==> config.mk <==
export PLATFORM = sky130hd
export DESIGN_NAME = csr_unit
export DESIGN_NICKNAME = d
export VERILOG_FILES = /design/src/logic/csr_pkg.sv /design/src/logic/csr_exec.sv /design/src/logic/csr_trap_regs.sv /design/src/logic/csr_timer_irq.sv /design/src/logic/csr_unit.sv
export VERILOG_INCLUDE_DIRS = /design/src /design/src/logic
export SDC_FILE = /design/constraint.sdc
export NUM_CORES = 1
export LEC_CHECK = 0
export BUFFER_PORTS_ARGS = -buffer_cell sky130_fd_sc_hd__clkbuf_2
export CAP_MARGIN = 15
export CORE_MARGIN = 10
export CORE_UTILIZATION = 40
export DETAILED_ROUTE_END_ITERATION = 12
export GPL_TIMING_DRIVEN = 0
export PLACE_DENSITY = 0.7
export SYNTH_ARGS = -nofsm -noshare
export SYNTH_HDL_FRONTEND = slang
export SYNTH_HIERARCHICAL = 1
export SYNTH_SLANG_ARGS = --single-unit
==> constraint.sdc <==
create_clock -name clk -period 5.2 [get_ports clk]
set_clock_uncertainty 0.2 [all_clocks]
set_input_delay 0.52 -clock clk [delete_from_list [all_inputs] [get_ports clk]]
set_output_delay 0.52 -clock clk [all_outputs]
set_load 0.005 [all_outputs]
==> src/logic/csr_params.svh <==
`ifndef CSR_PARAMS_SVH
`define CSR_PARAMS_SVH

// datapath widths
`define CSR_XLEN            32
`define CSR_ADDR_W          12
`define CSR_REG_IDX_W       6
`define CSR_CYCLE_W         64

// ====================
// csr addresses
// ====================
`define CSR_ADDR_MSTATUS    12'h300
`define CSR_ADDR_MISA       12'h301
`define CSR_ADDR_MEDELEG    12'h302
`define CSR_ADDR_MIDELEG    12'h303
`define CSR_ADDR_MIE        12'h304
`define CSR_ADDR_MTVEC      12'h305
`define CSR_ADDR_MSCRATCH   12'h340
`define CSR_ADDR_MEPC       12'h341
`define CSR_ADDR_MCAUSE     12'h342
`define CSR_ADDR_MTVAL      12'h343
`define CSR_ADDR_MIP        12'h344
// custom machine read/write range
`define CSR_ADDR_MTIMECMP   12'h7c0
`define CSR_ADDR_MTIMECMPH  12'h7c1
`define CSR_ADDR_MCYCLE     12'hb00
`define CSR_ADDR_MCYCLEH    12'hb80
`define CSR_ADDR_CYCLE      12'hc00
`define CSR_ADDR_CYCLEH     12'hc80
`define CSR_ADDR_MVENDORID  12'hf11
`define CSR_ADDR_MARCHID    12'hf12
`define CSR_ADDR_MIMPID     12'hf13
`define CSR_ADDR_MHARTID    12'hf14

// ====================
// funct codes
// ====================
`define CSR_F3_PRIV         3'b000
`define CSR_F3_CSRRW        3'b001
`define CSR_F3_CSRRS        3'b010
`define CSR_F3_CSRRC        3'b011
`define CSR_F3_CSRRWI       3'b101
`define CSR_F3_CSRRSI       3'b110
`define CSR_F3_CSRRCI       3'b111

`define CSR_F12_ECALL       12'h000
`define CSR_F12_EBREAK      12'h001
`define CSR_F12_MRET        12'h302

// trap causes
`define CSR_CAUSE_ECALL_M   11
`define CSR_CAUSE_BREAK     3

// rv32i, mxl = 1
`define CSR_MISA_VALUE      32'h4000_0100

// bit positions inside mstatus, mie and mip
`define CSR_MSTATUS_MIE     3
`define CSR_MSTATUS_MPIE    7
`define CSR_BIT_MSI         3
`define CSR_BIT_MTI         7
`define CSR_BIT_MEI         11

`endif

==> src/logic/csr_pkg.sv <==
`include "csr_params.svh"

package csr_pkg;

    typedef logic [`CSR_XLEN-1:0]      xlen_t;
    typedef logic [`CSR_ADDR_W-1:0]    csr_addr_t;
    typedef logic [`CSR_REG_IDX_W-1:0] reg_idx_t;
    typedef logic [`CSR_CYCLE_W-1:0]   cycle_t;

    // instruction handed over by issue
    typedef struct packed {
        xlen_t    instr;
        xlen_t    rs1_val;
        xlen_t    pc;
        logic     rd_en;
        reg_idx_t rd_idx;
    } instr_pld_t;

    typedef struct packed {
        logic      en;
        csr_addr_t addr;
        xlen_t     data;
    } csr_wr_t;

    // one-cycle trap event, exc and mret are exclusive
    typedef struct packed {
        logic  exc;
        logic  mret;
        xlen_t cause;
        xlen_t pc;
        xlen_t instr;
    } trap_evt_t;

    typedef struct packed {
        logic mie;
        logic meie;
        logic mtie;
        logic msie;
    } irq_ctl_t;

    typedef struct packed {
        logic     en;
        reg_idx_t idx;
        xlen_t    val;
    } rd_wr_t;

    typedef struct packed {
        logic  en;
        xlen_t target;
    } redirect_t;

endpackage

==> src/logic/csr_exec.sv <==
`timescale 1ns/1ps
`include "csr_params.svh"

module csr_exec (
    input  logic               instr_vld,
    input  csr_pkg::instr_pld_t instr,
    input  csr_pkg::xlen_t     trap_rdata,
    input  csr_pkg::xlen_t     timer_rdata,
    input  csr_pkg::xlen_t     mtvec,
    input  csr_pkg::xlen_t     mepc,
    output csr_pkg::csr_addr_t csr_addr,
    output csr_pkg::csr_wr_t   csr_wr,
    output csr_pkg::trap_evt_t trap_evt,
    output csr_pkg::rd_wr_t    rd_wr,
    output csr_pkg::redirect_t redirect
);

    logic [2:0]         funct3;
    logic [11:0]        funct12;
    csr_pkg::xlen_t     imm;
    csr_pkg::xlen_t     local_rdata;
    csr_pkg::xlen_t     old_val;
    csr_pkg::xlen_t     wdata;
    logic               wr_en;
    logic               is_priv;
    logic               exc_en;
    logic               mret_en;

    // ====================
    // decode
    // ====================
    assign funct3   = instr.instr[14:12];
    assign funct12  = instr.instr[31:20];
    assign csr_addr = instr.instr[31:20];
    // zimm sits in the rs1 field
    assign imm      = {{(`CSR_XLEN-5){1'b0}}, instr.instr[19:15]};
    assign is_priv  = (funct3 == `CSR_F3_PRIV);
    assign wr_en    = instr_vld & instr.rd_en;

    // identity, delegation and misa are constants
    always_comb begin
        case (csr_addr)
            `CSR_ADDR_MISA: local_rdata = `CSR_MISA_VALUE;
            `CSR_ADDR_MVENDORID,
            `CSR_ADDR_MARCHID,
            `CSR_ADDR_MIMPID,
            `CSR_ADDR_MHARTID,
            `CSR_ADDR_MEDELEG,
            `CSR_ADDR_MIDELEG: local_rdata = '0;
            default: local_rdata = '0;
        endcase
    end

    // each block returns zero for addresses it does not own
    assign old_val = trap_rdata | timer_rdata | local_rdata;

    always_comb begin
        case (funct3)
            `CSR_F3_CSRRW:  wdata = instr.rs1_val;
            `CSR_F3_CSRRS:  wdata = old_val | instr.rs1_val;
            `CSR_F3_CSRRC:  wdata = old_val & ~instr.rs1_val;
            `CSR_F3_CSRRWI: wdata = imm;
            `CSR_F3_CSRRSI: wdata = old_val | imm;
            `CSR_F3_CSRRCI: wdata = old_val & ~imm;
            default:        wdata = '0;
        endcase
    end

    assign csr_wr.en   = wr_en;
    assign csr_wr.addr = csr_addr;
    assign csr_wr.data = wdata;

    assign rd_wr.en  = wr_en;
    assign rd_wr.idx = instr.rd_idx;
    assign rd_wr.val = old_val;

    // ====================
    // traps
    // ====================
    assign exc_en  = instr_vld & is_priv &
                     ((funct12 == `CSR_F12_ECALL) | (funct12 == `CSR_F12_EBREAK));
    assign mret_en = instr_vld & is_priv & (funct12 == `CSR_F12_MRET);

    assign trap_evt.exc   = exc_en;
    assign trap_evt.mret  = mret_en;
    assign trap_evt.cause = (funct12 == `CSR_F12_ECALL) ? `CSR_CAUSE_ECALL_M : `CSR_CAUSE_BREAK;
    assign trap_evt.pc    = instr.pc;
    assign trap_evt.instr = instr.instr;

    assign redirect.en     = exc_en | mret_en;
    assign redirect.target = exc_en ? mtvec : mepc;

endmodule

==> src/logic/csr_trap_regs.sv <==
`timescale 1ns/1ps
`include "csr_params.svh"

module csr_trap_regs (
    input  logic               clk,
    input  logic               rst_n,
    input  csr_pkg::csr_wr_t   csr_wr,
    input  csr_pkg::csr_addr_t csr_addr,
    input  csr_pkg::trap_evt_t trap_evt,
    output csr_pkg::xlen_t     rdata,
    output csr_pkg::xlen_t     mtvec,
    output csr_pkg::xlen_t     mepc,
    output csr_pkg::irq_ctl_t  irq_ctl
);

    logic           mst_mie;
    logic           mst_mpie;
    logic           mie_msie;
    logic           mie_mtie;
    logic           mie_meie;
    csr_pkg::xlen_t mtvec_q;
    csr_pkg::xlen_t mepc_q;
    csr_pkg::xlen_t mcause_q;
    csr_pkg::xlen_t mtval_q;
    csr_pkg::xlen_t mscratch_q;
    csr_pkg::xlen_t mstatus_rd;
    csr_pkg::xlen_t mie_rd;

    // ====================
    // mstatus
    // ====================
    always_ff @(posedge clk or negedge rst_n) begin
        if (!rst_n) begin
            mst_mie  <= 1'b0;
            mst_mpie <= 1'b0;
        end else if (trap_evt.exc) begin
            mst_mie  <= 1'b0;
            mst_mpie <= mst_mie;
        end else if (trap_evt.mret) begin
            mst_mie  <= mst_mpie;
            mst_mpie <= 1'b1;
        end else if (csr_wr.en && csr_wr.addr == `CSR_ADDR_MSTATUS) begin
            mst_mie  <= csr_wr.data[`CSR_MSTATUS_MIE];
            mst_mpie <= csr_wr.data[`CSR_MSTATUS_MPIE];
        end
    end

    // only the machine enables exist
    always_ff @(posedge clk or negedge rst_n) begin
        if (!rst_n) begin
            mie_msie <= 1'b0;
            mie_mtie <= 1'b0;
            mie_meie <= 1'b0;
        end else if (csr_wr.en && csr_wr.addr == `CSR_ADDR_MIE) begin
            mie_msie <= csr_wr.data[`CSR_BIT_MSI];
            mie_mtie <= csr_wr.data[`CSR_BIT_MTI];
            mie_meie <= csr_wr.data[`CSR_BIT_MEI];
        end
    end

    // mode 2 and 3 are reserved, so the mode field holds its value
    always_ff @(posedge clk or negedge rst_n) begin
        if (!rst_n) begin
            mtvec_q <= '0;
        end else if (csr_wr.en && csr_wr.addr == `CSR_ADDR_MTVEC) begin
            mtvec_q[`CSR_XLEN-1:2] <= csr_wr.data[`CSR_XLEN-1:2];
            if (!csr_wr.data[1]) begin
                mtvec_q[1:0] <= csr_wr.data[1:0];
            end
        end
    end

    // ====================
    // trap handling
    // ====================
    always_ff @(posedge clk or negedge rst_n) begin
        if (!rst_n) begin
            mepc_q   <= '0;
            mcause_q <= '0;
            mtval_q  <= '0;
        end else if (trap_evt.exc) begin
            mepc_q   <= trap_evt.pc;
            mcause_q <= trap_evt.cause;
            mtval_q  <= trap_evt.instr;
        end else if (csr_wr.en) begin
            case (csr_wr.addr)
                `CSR_ADDR_MEPC:   mepc_q   <= csr_wr.data;
                `CSR_ADDR_MCAUSE: mcause_q <= csr_wr.data;
                `CSR_ADDR_MTVAL:  mtval_q  <= csr_wr.data;
                default: ;
            endcase
        end
    end

    always_ff @(posedge clk or negedge rst_n) begin
        if (!rst_n) begin
            mscratch_q <= '0;
        end else if (csr_wr.en && csr_wr.addr == `CSR_ADDR_MSCRATCH) begin
            mscratch_q <= csr_wr.data;
        end
    end

    // read port
    always_comb begin
        mstatus_rd = '0;
        mstatus_rd[`CSR_MSTATUS_MIE]  = mst_mie;
        mstatus_rd[`CSR_MSTATUS_MPIE] = mst_mpie;
        mie_rd = '0;
        mie_rd[`CSR_BIT_MSI] = mie_msie;
        mie_rd[`CSR_BIT_MTI] = mie_mtie;
        mie_rd[`CSR_BIT_MEI] = mie_meie;
        case (csr_addr)
            `CSR_ADDR_MSTATUS:  rdata = mstatus_rd;
            `CSR_ADDR_MIE:      rdata = mie_rd;
            `CSR_ADDR_MTVEC:    rdata = mtvec_q;
            `CSR_ADDR_MEPC:     rdata = mepc_q;
            `CSR_ADDR_MCAUSE:   rdata = mcause_q;
            `CSR_ADDR_MTVAL:    rdata = mtval_q;
            `CSR_ADDR_MSCRATCH: rdata = mscratch_q;
            default:            rdata = '0;
        endcase
    end

    assign mtvec        = mtvec_q;
    assign mepc         = mepc_q;
    assign irq_ctl.mie  = mst_mie;
    assign irq_ctl.meie = mie_meie;
    assign irq_ctl.mtie = mie_mtie;
    assign irq_ctl.msie = mie_msie;

endmodule

==> src/logic/csr_timer_irq.sv <==
`timescale 1ns/1ps
`include "csr_params.svh"

module csr_timer_irq (
    input  logic               clk,
    input  logic               rst_n,
    input  csr_pkg::csr_wr_t   csr_wr,
    input  csr_pkg::csr_addr_t csr_addr,
    input  csr_pkg::irq_ctl_t  irq_ctl,
    input  logic               irq_ext,
    input  logic               irq_soft,
    input  logic               instr_vld,
    input  logic               instr_is_intr,
    input  logic               intr_ack,
    output csr_pkg::xlen_t     rdata,
    output logic               intr_req
);

    csr_pkg::cycle_t cycle_q;
    csr_pkg::cycle_t mtimecmp_q;
    csr_pkg::xlen_t  mip_rd;
    logic            mtip;
    logic            sent_q;
    logic            pending;

    // free running, no write path
    always_ff @(posedge clk or negedge rst_n) begin
        if (!rst_n) begin
            cycle_q <= '0;
        end else begin
            cycle_q <= cycle_q + 1'b1;
        end
    end

    // non-standard compare register, written as two halves
    always_ff @(posedge clk or negedge rst_n) begin
        if (!rst_n) begin
            mtimecmp_q <= '0;
        end else if (csr_wr.en) begin
            case (csr_wr.addr)
                `CSR_ADDR_MTIMECMP:  mtimecmp_q[`CSR_XLEN-1:0] <= csr_wr.data;
                `CSR_ADDR_MTIMECMPH: mtimecmp_q[`CSR_CYCLE_W-1:`CSR_XLEN] <= csr_wr.data;
                default: ;
            endcase
        end
    end

    assign mtip = (cycle_q > mtimecmp_q);

    always_comb begin
        mip_rd = '0;
        mip_rd[`CSR_BIT_MSI] = irq_soft;
        mip_rd[`CSR_BIT_MTI] = mtip;
        mip_rd[`CSR_BIT_MEI] = irq_ext;
    end

    always_comb begin
        case (csr_addr)
            `CSR_ADDR_MIP:       rdata = mip_rd;
            `CSR_ADDR_MCYCLE,
            `CSR_ADDR_CYCLE:     rdata = cycle_q[`CSR_XLEN-1:0];
            `CSR_ADDR_MCYCLEH,
            `CSR_ADDR_CYCLEH:    rdata = cycle_q[`CSR_CYCLE_W-1:`CSR_XLEN];
            `CSR_ADDR_MTIMECMP:  rdata = mtimecmp_q[`CSR_XLEN-1:0];
            `CSR_ADDR_MTIMECMPH: rdata = mtimecmp_q[`CSR_CYCLE_W-1:`CSR_XLEN];
            default:             rdata = '0;
        endcase
    end

    // ====================
    // interrupt request
    // ====================
    // sent stays up from ack until the front end's intr instruction shows up
    always_ff @(posedge clk or negedge rst_n) begin
        if (!rst_n) begin
            sent_q <= 1'b0;
        end else if (intr_req && intr_ack) begin
            sent_q <= 1'b1;
        end else if (instr_vld && instr_is_intr) begin
            sent_q <= 1'b0;
        end
    end

    assign pending = (irq_ctl.meie & irq_ext) |
                     (irq_ctl.mtie & mtip) |
                     (irq_ctl.msie & irq_soft);

    assign intr_req = irq_ctl.mie & pending & ~sent_q;

endmodule

==> src/logic/csr_unit.sv <==
`timescale 1ns/1ps

module csr_unit (
    input  logic                clk,
    input  logic                rst_n,
    input  logic                instr_vld,
    input  csr_pkg::instr_pld_t instr,
    input  logic                instr_is_intr,
    output csr_pkg::rd_wr_t     rd_wr,
    output csr_pkg::redirect_t  redirect,
    output logic                intr_req,
    input  logic                intr_ack,
    input  logic                irq_ext,
    input  logic                irq_soft
);

    csr_pkg::csr_addr_t csr_addr;
    csr_pkg::csr_wr_t   csr_wr;
    csr_pkg::trap_evt_t trap_evt;
    csr_pkg::xlen_t     trap_rdata;
    csr_pkg::xlen_t     timer_rdata;
    csr_pkg::xlen_t     mtvec;
    csr_pkg::xlen_t     mepc;
    csr_pkg::irq_ctl_t  irq_ctl;

    // decode and read merge, all combinational
    csr_exec u_exec (
        .instr_vld   (instr_vld),
        .instr       (instr),
        .trap_rdata  (trap_rdata),
        .timer_rdata (timer_rdata),
        .mtvec       (mtvec),
        .mepc        (mepc),
        .csr_addr    (csr_addr),
        .csr_wr      (csr_wr),
        .trap_evt    (trap_evt),
        .rd_wr       (rd_wr),
        .redirect    (redirect)
    );

    csr_trap_regs u_trap_regs (
        .clk      (clk),
        .rst_n    (rst_n),
        .csr_wr   (csr_wr),
        .csr_addr (csr_addr),
        .trap_evt (trap_evt),
        .rdata    (trap_rdata),
        .mtvec    (mtvec),
        .mepc     (mepc),
        .irq_ctl  (irq_ctl)
    );

    csr_timer_irq u_timer_irq (
        .clk           (clk),
        .rst_n         (rst_n),
        .csr_wr        (csr_wr),
        .csr_addr      (csr_addr),
        .irq_ctl       (irq_ctl),
        .irq_ext       (irq_ext),
        .irq_soft      (irq_soft),
        .instr_vld     (instr_vld),
        .instr_is_intr (instr_is_intr),
        .intr_ack      (intr_ack),
        .rdata         (timer_rdata),
        .intr_req      (intr_req)
    );

endmodule

### Yosys cells after proc, flatten, opt, wreduce, memory -nomap -nowiden

Cells that the tools add are included.

* register bits after elaboration: 293
* bits of input ports: 110
* word-level logic and storage cells: 108

* add/sub/neg operators: 1
* order comparisons: 1
* eq/ne operators: 23
* mux-type cells: 23
* bitwise logic cells: 23
* reductions and logical operators: 22

Operators with widths (count)
* $mux W32: 10
* $pmux W32 S7: 1
* $pmux W32 S6: 1
* $pmux W32 S5: 1
* $eq A12 B10 Y1 const B: 10
* $add A64 B1 Y64 const B: 1
* $and A32 B32 Y32: 2
* $gt A64 B64 Y1: 1
* $or A32 B32 Y32: 2
* $eq A12 B12 Y1 const B: 4
* $not A32 Y32: 1
* $not A5 Y32: 1
* $or A32 B31 Y32: 1
* $or A32 B5 Y32: 1
* $mux W31: 1
* $eq A12 B11 Y1 const B: 2
* $eq A12 B1 Y1 const B: 1
* $logic_not A12 Y1: 1
* $reduce_and A2 Y1: 6
* $reduce_bool A2 Y1: 5
* $and A1 B1 Y1: 9
* $eq A3 B3 Y1 const B: 3
* $mux W1: 8
* $eq A3 B2 Y1 const B: 2
* other kinds (8): 18

### Longest topological paths before layout

* depth after elaboration: 10
* gate-level depth with buffers: 15
* depth with buffers taken out: 14

### Cells and area by module

Netlist, hierarchy kept.

Modules (own cells, without submodules)
* csr_trap_regs: instances 1, cells each 684, area each 8177.8 sq um, sequential area each 4103.9 sq um
* csr_timer_irq: instances 1, cells each 786, area each 7642.3 sq um, sequential area each 3228.1 sq um
* csr_exec: instances 1, cells each 330, area each 2394.8 sq um, sequential area each 0.0 sq um

### Worst setup path after synthesis

No wires, ideal clock.

* path kind: register to register
* start: reg u_timer_irq.cycle_q[17]
* end: reg u_trap_regs.mst_mpie
* library setup time: 0.128 ns
* arrival: 3.352 ns
* slack: 1.521 ns
* cell stages (with the launch flop): 14
* period minus slack after synthesis: 3.679 ns
* path through: dfrtp_1 -> ha_1 -> a21o_1 -> a221o_1 -> a221oi_1 -> o22ai_1 -> or4b_2 -> o211ai_1 -> nand3_1 -> or2_2 -> a31o_2 -> nor2_1 -> o21ai_0 -> mux2_1

RTL lines
* start, declared: line csr_timer_irq.sv:19 `csr_pkg::cycle_t cycle_q;`
* start signal, assigned: line csr_timer_irq.sv:31 `cycle_q <= cycle_q + 1'b1;`
* end signal, assigned: line csr_trap_regs.sv:38 `mst_mpie <= mst_mie;`
* end signal, assigned: line csr_trap_regs.sv:44 `` mst_mpie <= csr_wr.data[`CSR_MSTATUS_MPIE]; ``
* end, declared: line csr_trap_regs.sv:17 `logic mst_mpie;`

==> impl_metrics.prom <==
# TYPE chip_impl_metric gauge
chip_impl_metric{name="routed-via-count",unit=""} 15300
chip_impl_metric{name="pin_count_of_the_biggest_net_entering_global_routing",unit=""} 111
chip_impl_metric{name="netlist_area_before_placement",unit="mm2"} 0.0182
chip_impl_metric{name="port_buffers",unit=""} 131
chip_impl_metric{name="clkSinkCount",unit=""} 293
chip_impl_metric{name="post_route_cells_drive_above_1_share",unit="%"} 26.1
chip_impl_metric{name="ys_types",unit=""} 79
chip_impl_metric{name="post-route-drc-count",unit=""} 0
chip_impl_metric{name="detail_route.first_pass.iterations",unit=""} 5
chip_impl_metric{name="portion_of_synthesized_cell_area_occupied_by_the_leading_cell_type",unit="%"} 40.3
chip_impl_metric{name="h-tree-depth",unit=""} 2
chip_impl_metric{name="irDropWorstVdd",unit="mV"} 0.166
chip_impl_metric{name="max-clock-path-buffers",unit=""} 3
chip_impl_metric{name="asyncSetResetFlopFracSynth",unit="%"} 100
chip_impl_info{name="timing.rr.end",value="u_trap_regs/mcause_q[7]"} 1
chip_impl_metric{name="postRouteWirelength",unit="mm"} 65.5
chip_impl_metric{name="floorplan.die_area",unit="mm2"} 0.0545
chip_impl_metric{name="fp.dieH",unit="um"} 233
chip_impl_metric{name="fillerInstances",unit=""} 4244
chip_impl_info{name="clock_root_buffer",value="sky130_fd_sc_hd__clkbuf_16"} 1
chip_impl_metric{name="worst_path_largest_cell_delay",unit="ps"} 730
chip_impl_metric{name="fp.coreArea",unit="mm2"} 0.0452
chip_impl_metric{name="reg2reg_slack",unit="ps"} 870
chip_impl_metric{name="area.growth.synth_to_final",unit="%"} 14.7
chip_impl_metric{name="grt-ovfl-total",unit=""} 0
chip_impl_metric{name="worstPathArrival",unit="ps"} 3790
chip_impl_metric{name="hpwl",unit="mm"} 49.6
chip_impl_metric{name="holdWs",unit="ps"} 27.6
chip_impl_metric{name="whs_path_depth",unit=""} 2
chip_impl_metric{name="cts_resized",unit=""} 0
chip_impl_info{name="tritoncts",value="yes"} 1
chip_impl_info{name="hold_path_startpoint",value="instr[84]"} 1
chip_impl_metric{name="timing.final.max_slew_violations",unit=""} 0
chip_impl_metric{name="worst_ep_required_time",unit="ps"} 4480
chip_impl_metric{name="synthCells",unit=""} 1800
chip_impl_metric{name="place_congestion",unit=""} 0.972
chip_impl_metric{name="number_of_enable_flip_flop_cells_after_synthesis",unit=""} 0
chip_impl_metric{name="max_freq",unit="MHz"} 222
chip_impl_info{name="min-delay-path-class",value="primary input to flop"} 1
chip_impl_metric{name="postLayoutCoreUtil",unit="%"} 46.2
chip_impl_metric{name="report.final.hold_viol_count",unit=""} 0
chip_impl_metric{name="area_of_the_multi_input_gates",unit="mm2"} 0.00913
chip_impl_metric{name="design.final.nets",unit=""} 2175
chip_impl_metric{name="worst-slew-pin-transition",unit="ps"} 1110
chip_impl_metric{name="report.final.setup_viol",unit=""} 0
chip_impl_info{name="setup.worst_path.end_class",value="primary output"} 1
chip_impl_metric{name="rows",unit=""} 78
chip_impl_info{name="crit-reg2reg-launch",value="u_timer_irq/cycle_q[17]"} 1
chip_impl_metric{name="antenna_found_initial",unit=""} 4
chip_impl_metric{name="path_clk_slew",unit="ps"} 60
chip_impl_metric{name="clkLatencyLatePin",unit="ps"} 530
chip_impl_info{name="synthFlopType",value="sky130_fd_sc_hd__dfrtp_1"} 1
chip_impl_metric{name="placedCellCount",unit=""} 2563
chip_impl_metric{name="reg2reg_depth",unit=""} 13
chip_impl_metric{name="post-route-min-period",unit="ps"} 4510
chip_impl_info{name="timing_worst_setup_path_type",value="flop to primary output"} 1
chip_impl_metric{name="global_route_wire_length_before_repair",unit="mm"} 96.6
chip_impl_metric{name="vias_in_the_first_global_route",unit=""} 15500
chip_impl_metric{name="synth_sequential_area_ratio",unit="%"} 40.3
chip_impl_metric{name="drt-wirelength-per-cell",unit="um"} 25.0
chip_impl_metric{name="max_slew_margin",unit="%"} 24.9
chip_impl_info{name="worstSetupStartpointType",value="flop"} 1
chip_impl_metric{name="groute.usage.overall",unit="%"} 23.5
chip_impl_metric{name="initial_core_util",unit="%"} 40.3
chip_impl_metric{name="num_io_pins",unit=""} 183
chip_impl_metric{name="leakagePower",unit="nW"} 10.4
chip_impl_info{name="critical_path.slowest_cell",value="sky130_fd_sc_hd__or4b_2"} 1
chip_impl_metric{name="maxCapViolations",unit=""} 0
chip_impl_metric{name="setup_total_negative_slack",unit="ps"} 0
chip_impl_metric{name="via_per_inst",unit=""} 5.83
chip_impl_metric{name="area.sequential",unit="mm2"} 0.00733
chip_impl_info{name="ys_top_cells_by_area",value="sky130_fd_sc_hd__dfrtp_1, sky130_fd_sc_hd__buf_4, sky130_fd_sc_hd__ha_1, sky130_fd_sc_hd__mux2_1, sky130_fd_sc_hd__a221o_1"} 1
chip_impl_metric{name="power",unit="mW"} 4.99
chip_impl_info{name="worst_hold_path.endpoint",value="u_trap_regs/mtval_q[13]"} 1
chip_impl_metric{name="number_of_warnings_issued_by_yosys",unit=""} 6
chip_impl_info{name="grt_setup_unrepaired",value="no"} 1
chip_impl_info{name="synth_top_area_cell",value="sky130_fd_sc_hd__dfrtp_1"} 1
chip_impl_metric{name="fin_crit_sh",unit="%"} 86.8
chip_impl_metric{name="cp_max_fo",unit=""} 6
chip_impl_metric{name="synth_area_per_cell",unit="um2"} 10.1
chip_impl_metric{name="ant_nets",unit=""} 0
chip_impl_metric{name="cts-buffers-inserted",unit=""} 34
chip_impl_info{name="outcome",value="completed"} 1
chip_impl_metric{name="initialDrtViolationCount",unit=""} 1577
chip_impl_info{name="worstPathCellList",value="ha_1, a21o_1, a221o_1, a221oi_1, o22ai_1, or4b_2, o211ai_1, nand3_1, or2_2, clkbuf_2"} 1
chip_impl_metric{name="floorplan.die.width",unit="um"} 233
chip_impl_metric{name="power_per_cell_area",unit="mW/mm2"} 239
chip_impl_metric{name="yosys_register_bits",unit=""} 293
chip_impl_metric{name="final-instance-count-excl-fill",unit=""} 2625
## power by group
group	total (mW)	switching (mW)	internal, mW
Combinational	0.352	0.218	0.134
Clock	2.35	0.977	1.38
Sequential	2.29	0.00221	2.28
Total	4.99	1.20	3.79
## worst max-delay path by stage
stage	from	end	slack, ps	cells past startpoint
after global routing	u_timer_irq/cycle_q[55]	rd_wr[7]	600	10
after global placement	rst_n	u_trap_regs/mepc[25]	-2910	1
after floorplan	u_timer_irq/cycle_q[17]	u_trap_regs/mst_mpie	1520	13
after CTS	u_timer_irq/cycle_q[17]	rd_wr[7]	670	10
final	u_timer_irq/cycle_q[17]	rd_wr[7]	690	10
after detailed placement	instr[92]	u_trap_regs/mcause_q[30]	880	13
## layer usage
| layer | up-vias | routed length [um] | track usage [%] |
|---|---|---|---|
| li1 | 6677 | - | - |
| met1 | 7711 | 25800 | 29.1 |
| met2 | 730 | 31400 | 39.3 |
| met3 | 187 | 5040 | 3.85 |
| met4 | 0 | 3340 | 11.0 |
| met5 | - | 0 | 0 |
## kinds of logic after synthesis
family / after synthesis / synth area share, %
compound gates: 339 / 14.1
buf+inv: 333 / 10.2
other cells: 3 / 0.0618
fa+ha+maj: 65 / 4.46
simple gates: 527 / 15.0
mux: 176 / 12.8
flops: 293 / 40.3
xor+xnor: 64 / 3.08
## state kept, by name, summed over array words and instances (netlist names)
name	cells
u_timer_irq/cycle_q	64
u_timer_irq/mtimecmp_q	64
u_trap_regs/mcause_q	32
u_trap_regs/mepc	32
u_trap_regs/mscratch_q	32
u_trap_regs/mtval_q	32
u_trap_regs/mtvec	31
u_timer_irq/sent_q	1
u_trap_regs/mie_meie	1
u_trap_regs/mie_msie	1
u_trap_regs/mie_mtie	1
u_trap_regs/mst_mie	1
u_trap_regs/mst_mpie	1
## layout make-up
| type | count | share of cell area (%) |
|---|---|---|
| timing repair buffer | 135 | 3.55 |
| tap | 600 | 3.59 |
| multi-input combinational | 1203 | 43.7 |
| clock buffer | 51 | 4.78 |
| buffer | 228 | 7.04 |
| sequential | 293 | 35.1 |
| inverter | 105 | 1.89 |
| antenna | 2 | 0.0240 |
| clock inverter | 8 | 0.311 |
## critical path: cells and delay by family, from the launching register on
kind / cells / cell delay [ps]
adders and majority gates: 1 / 350
DFF: 1 / 470
and+or+nand+nor: 3 / 1180
buffers and inverters: 1 / 130
AOI/OAI and AO/OA: 5 / 1160
## cells in the final DEF (no fill, tap or decap), types with 10 or more instances in the layout
master                      Yosys  final
sky130_fd_sc_hd__o21ai_0       69     69
sky130_fd_sc_hd__clkbuf_1      58     70
sky130_fd_sc_hd__a221o_1       73     73
sky130_fd_sc_hd__and2_1        16     16
sky130_fd_sc_hd__dfrtp_1      293    293
sky130_fd_sc_hd__xnor2_1       40     40
sky130_fd_sc_hd__mux2_2        63     63
sky130_fd_sc_hd__a31o_2        25     25
sky130_fd_sc_hd__inv_1        105    105
sky130_fd_sc_hd__ha_1          65     65
sky130_fd_sc_hd__buf_4        137    137
sky130_fd_sc_hd__buf_2         18     18
sky130_fd_sc_hd__o2bb2ai_1     29     29
sky130_fd_sc_hd__or2_2         30     30
sky130_fd_sc_hd__nand2_1      177    177
sky130_fd_sc_hd__nor2b_1       11     11
sky130_fd_sc_hd__nand3_1       31     31
sky130_fd_sc_hd__clkbuf_16      0     37
sky130_fd_sc_hd__conb_1         3     32
sky130_fd_sc_hd__mux4_2        31     31
sky130_fd_sc_hd__a22oi_1       62     62
sky130_fd_sc_hd__mux2i_1       10     10
sky130_fd_sc_hd__a21oi_1       27     27
sky130_fd_sc_hd__nand2b_1      28     28
sky130_fd_sc_hd__nand4_1       23     23
sky130_fd_sc_hd__a21o_1        28     28
sky130_fd_sc_hd__nor2_1       129    129
sky130_fd_sc_hd__xor2_1        24     24
sky130_fd_sc_hd__mux2_1        71     71
sky130_fd_sc_hd__clkbuf_2       0    130
## repair_timing
action | CTS | global route
endpoints found under the hold margin | 98 | 0
hold buffers | 1 | 0
setup buffers | 0 | 0
## metrics by stage
| step | worst slack, ps | instance area, um2 |
|---|---|---|
| 2_1_floorplan | 1520 | 18300 |
| 6_report | 687 | 20900 |
| 3_3_place_gp | -2910 | 19700 |
| 5_1_grt | 605 | 20900 |
| 3_5_place_dp | 878 | 19800 |
| 4_1_cts | 675 | 20900 |
## cells in the mapped netlist (all sizes together) (34+ instances only)
cell,number
a221o,73
clkbuf,59
nand2,177
a22oi,62
inv,105
o21ai,71
nor2,133
dfrtp,293
xnor2,40
mux2,134
nand3,34
buf,169
ha,65
Note: power is estimated with default switching activity, not from simulation.
